<file path="src/design/matmul_params.svh">
`ifndef MATMUL_PARAMS_SVH
`define MATMUL_PARAMS_SVH

// operand lane width in bits
`define MM_LANE_W 16

// matrix dimension, also the systolic tile size
`define MM_SIZE 4

// operand memory address width, one word per k index
`define MM_ADDR_W 2

// run count at which done rises, covers skew fill and grid drain
`define MM_DONE_COUNT (3 * `MM_SIZE + 2)

// output select width, 16 results
`define MM_SEL_W 4

`endif

</file>
<file path="src/design/matmul_pkg.sv">
`include "matmul_params.svh"

package matmul_pkg;

  // one operand
  typedef logic [`MM_LANE_W-1:0] lane_t;

  // one memory word, also one skewed operand stream
  typedef lane_t [`MM_SIZE-1:0] row_t;

  // accumulator, wraps modulo 2**32
  typedef logic [2*`MM_LANE_W-1:0] acc_t;

  // all results, entry index is row * size + column
  typedef acc_t [`MM_SIZE*`MM_SIZE-1:0] tile_t;

  // load port
  // we_a and we_b pick which operand memory takes the word
  typedef struct packed {
    logic [`MM_ADDR_W-1:0] addr;
    row_t                  data;
    logic                  we_a;
    logic                  we_b;
  } load_req_t;

endpackage

</file>
<file path="src/design/operand_feeder.sv">
`include "matmul_params.svh"

module operand_feeder (
  input  logic                   clk,
  input  logic                   reset,
  input  matmul_pkg::load_req_t  load,
  input  logic                   load_en,
  input  logic                   write_en,
  input  logic                   window,
  input  logic [`MM_ADDR_W-1:0]  rd_addr,
  output matmul_pkg::row_t       stream
);

  import matmul_pkg::*;

  row_t                  mem [`MM_SIZE];
  logic [`MM_ADDR_W-1:0] addr;
  row_t                  rd_row;
  logic                  window_q;
  row_t                  row_gated;

  // load port owns the address while loading
  assign addr = load_en ? load.addr : rd_addr;

  always_ff @(posedge clk) begin
    if (load_en && write_en) begin
      mem[addr] <= load.data;
    end
    rd_row <= mem[addr];
  end

  // window flag aligned with the registered read
  always_ff @(posedge clk) begin
    if (reset) begin
      window_q <= 1'b0;
    end else begin
      window_q <= window;
    end
  end

  // outside the read window the lanes carry zeros
  assign row_gated = window_q ? rd_row : '0;

  // diagonal skew, lane i goes through i registers
  for (genvar i = 0; i < `MM_SIZE; i++) begin : g_skew
    if (i == 0) begin : g_direct
      assign stream[i] = row_gated[i];
    end else begin : g_delay
      lane_t [i-1:0] pipe;

      always_ff @(posedge clk) begin
        if (reset) begin
          pipe <= '0;
        end else begin
          pipe[0] <= row_gated[i];
          for (int s = 1; s < i; s++) begin
            pipe[s] <= pipe[s-1];
          end
        end
      end

      assign stream[i] = pipe[i-1];
    end
  end

  // loading while a run reads the memory would corrupt the stream
  a_no_write_in_window : assert property (
    @(posedge clk) disable iff (reset)
    !(write_en && window)
  ) else $error("operand write during read window");

endmodule

</file>
<file path="config.mk">
export PLATFORM = sky130hd
export DESIGN_NAME = operand_feeder
export DESIGN_NICKNAME = d
export VERILOG_FILES = /design/src/design/matmul_pkg.sv /design/src/design/operand_feeder.sv
export VERILOG_INCLUDE_DIRS = /design/src /design/src/design
export SDC_FILE = /design/constraint.sdc
export NUM_CORES = 1
export LEC_CHECK = 0
export ABC_AREA = 1
export BUFFER_PORTS_ARGS = -buffer_cell sky130_fd_sc_hd__buf_2
export CAP_MARGIN = 20
export CORE_MARGIN = 2
export CORE_UTILIZATION = 58
export DETAILED_ROUTE_END_ITERATION = 6
export MAX_ROUTING_LAYER = met4
export PLACE_DENSITY = 0.78
export SYNTH_ARGS = -nofsm -noshare
export SYNTH_HDL_FRONTEND = slang
export SYNTH_SLANG_ARGS = --single-unit
</file>
<file path="constraint.sdc">
create_clock -name clk -period 6.29 [get_ports clk]
set_clock_uncertainty 0.15 [all_clocks]
set_input_delay 0 -clock clk [delete_from_list [all_inputs] [get_ports clk]]
set_output_delay 0 -clock clk [all_outputs]
set_load 0.05 [all_outputs]
</file>
==> out/metrics.cfg <==
[finish]
nNetsFinal=1574
fin_area_um2=17400
diodes=0
final_util_pct=69.2
syn_to_final_growth_pct=17.2
drive_above_1_share_pct=14.2
final_common_cell=nand2_1
layout_common_cells=402 x nand2_1, 256 x edfxtp_1, 192 x nand3_1
fin_cells=1861
fillers=1787

[power_and_ir_drop]
p_per_area_nw_per_um2=329
ir_drop_uv=195
totalPowerFinal_mw=5.73
cellLeakagePower_nw=7.59

[cts]
post_cts_buffers=0
cts.sinks=417
cts_tree=built
numCtsBuffers=40
clockBufferDepth=3
clk_latency_ns=0.54
clkSlewWorstSetupHoldPaths_ns=0.06
ctsResizeCount=0
htree_num_levels=2
clockRootBuffer=clkbuf_16

[global_routing]
grt_max_degree=76
grt.overflow.total=0
antenna_found_initial=0
grt_pass1_wl_mm=46.7
first_global_vias=9403
grt_usage_pct=23.0

[timing]
hold_viol=0
tightestPinTransition_ns=0.909
drv_slew=0
whs_ns=0.0702
post-route-period-util_pct=46.6
setup_viol=0
slew_headroom_pct=39.4
setup_ws_ns=3.36
period_needed_ns=2.93
rsz0062_at_grt=false
clock.fmax_mhz=341
finalSetupTns_ns=0

[worst_setup_path]
start_kind=input port
cp-end-kind=flop
worstSetupPathDepth=8
crit_chain=buf_2 > nand2_1 > o21ai_4 > buf_4 > inv_2 > buf_4 > nor3_2 > buf_4
crit_buf_inv=5
cp_top_family=buffers and inverters
r2r.worst_path.cells=3
required_ns=6.30
path_max_fanout=67
timing.rr.end=g_skew[1].g_delay.pipe[11]
critPathSlowestCell=buf_4
critical_path_class=in2reg
crit_top_cell=buf_4
crit_end=mem[1][38]
crit_arrival_ns=2.94
startpoint=load_en
max_stage_delay_ns=0.70
rr_startpoint=window_q
r2r_slack_ns=4.13

[hold_path]
hold_path_class=in2reg

[placed_design]
dp_hpwl_mm=15.1
port_buffers=136
preCtsSetupSlack_ns=2.85
placed_cells=1719
postPlaceCellArea_um2=15500
globalplace.congestion=0.715

[synth]
syn_area_um2=14900
yosysSeqAreaShare_pct=73.4
synth_warnings=0
synth_seq_cells=417
synth_nets=1420
yosysUniqueCellTypes=14
syn_inst=1345
syn_area_per_cell_um2=11.1

[floorplan]
start_util_pct=59.1
num_io_pins=139
die_w_um=164
rows=58
die_h_um=164
core_um2=25200
die-area_um2=26900

[route]
wl_mm=29.5
ant_nets=0
drtIter0Drc=839
drc=0
via_per_inst=5.13
wire_per_inst_um=15.9
vias=9541
dr.pass1.iters=5

[run_status]
outcome=completed

[run]
drv_cap=0

cell families (layout without fill, tap and decap cells):
group | after synthesis | in the layout | share of synthesized area [%]
buffers and inverters | 226 | 412 | 7.22
AND/OR/NAND/NOR | 701 | 701 | 19.4
flip-flops | 417 | 417 | 73.4
AO/OA/AOI/OAI | 1 | 1 | 0.0589
timing repair:
action,in CTS,in global routing
endpoints found under the hold margin,305,0
setup endpoints to repair,0,0
hold buffers,67,0
worst min-delay path by stage:
stage                     slack [ns]    endpoint  cells past startpoint  startpoint
after floorplan                -0.05   mem[0][0]                      0     load[2]
after global placement          0.06  mem[1][46]                      1    load[48]
after detailed placement        0.06    window_q                      3      window
after CTS                       0.05  mem[1][17]                      2    load[19]
after global routing            0.07  mem[2][27]                      2    load[29]
final                           0.07  mem[2][17]                      2    load[19]
layer usage:
layer | routed length [µm] | track usage [%] | up-vias
li1 | - | - | 4624
met1 | 11800 | 27.6 | 4517
met2 | 15100 | 39.3 | 346
met3 | 1960 | 3.56 | 54
met4 | 656 | 8.85 | 0
met5 | 0 | - | -
where the power goes:
group          switching (mW)  total [mW]  internal (mW)  leakage, nW
logic                   0.284       0.416          0.132         3.35
clock network           0.957        2.25           1.29        0.594
registers              0.0353        3.07           3.04         3.65
total                    1.28        5.73           4.46         7.59
synth_stat cells:
| cell | number | area [µm²] |
|---|---|---|
| nand2_1 | 406 | 1520 |
| edfxtp_1 | 256 | 7690 |
| nand3_1 | 192 | 961 |
| dfxtp_1 | 161 | 3220 |
| inv_1 | 118 | 443 |
| nor2_1 | 97 | 364 |
| buf_2 | 51 | 255 |
| buf_4 | 41 | 308 |
| clkbuf_1 | 13 | 48.8 |
| nor3_1 | 4 | 20.0 |
| inv_2 | 2 | 7.51 |
| nand2_2 | 2 | 12.5 |
| buf_6 | 1 | 11.3 |
| o21ai_2 | 1 | 8.76 |
sequential cells by signal, summed over array words and instances (netlist names):
signal	cells
window_q	1
rd_row	64
mem	256
stream	32
g_skew.g_delay.pipe	64
cell type report:
class                           instances  area, µm²  share of cell area (%)
Inverter                              120        450                    2.58
Multi-Input combinational cell        702       2950                    16.9
Sequential cell                       417      10900                    62.6
Clock inverter                         14        103                   0.588
Timing Repair Buffer                  218       1480                    8.51
Clock buffer                           60       1130                    6.47
Tap cell                              330        413                    2.37
Power figures use the tool's default switching activity.
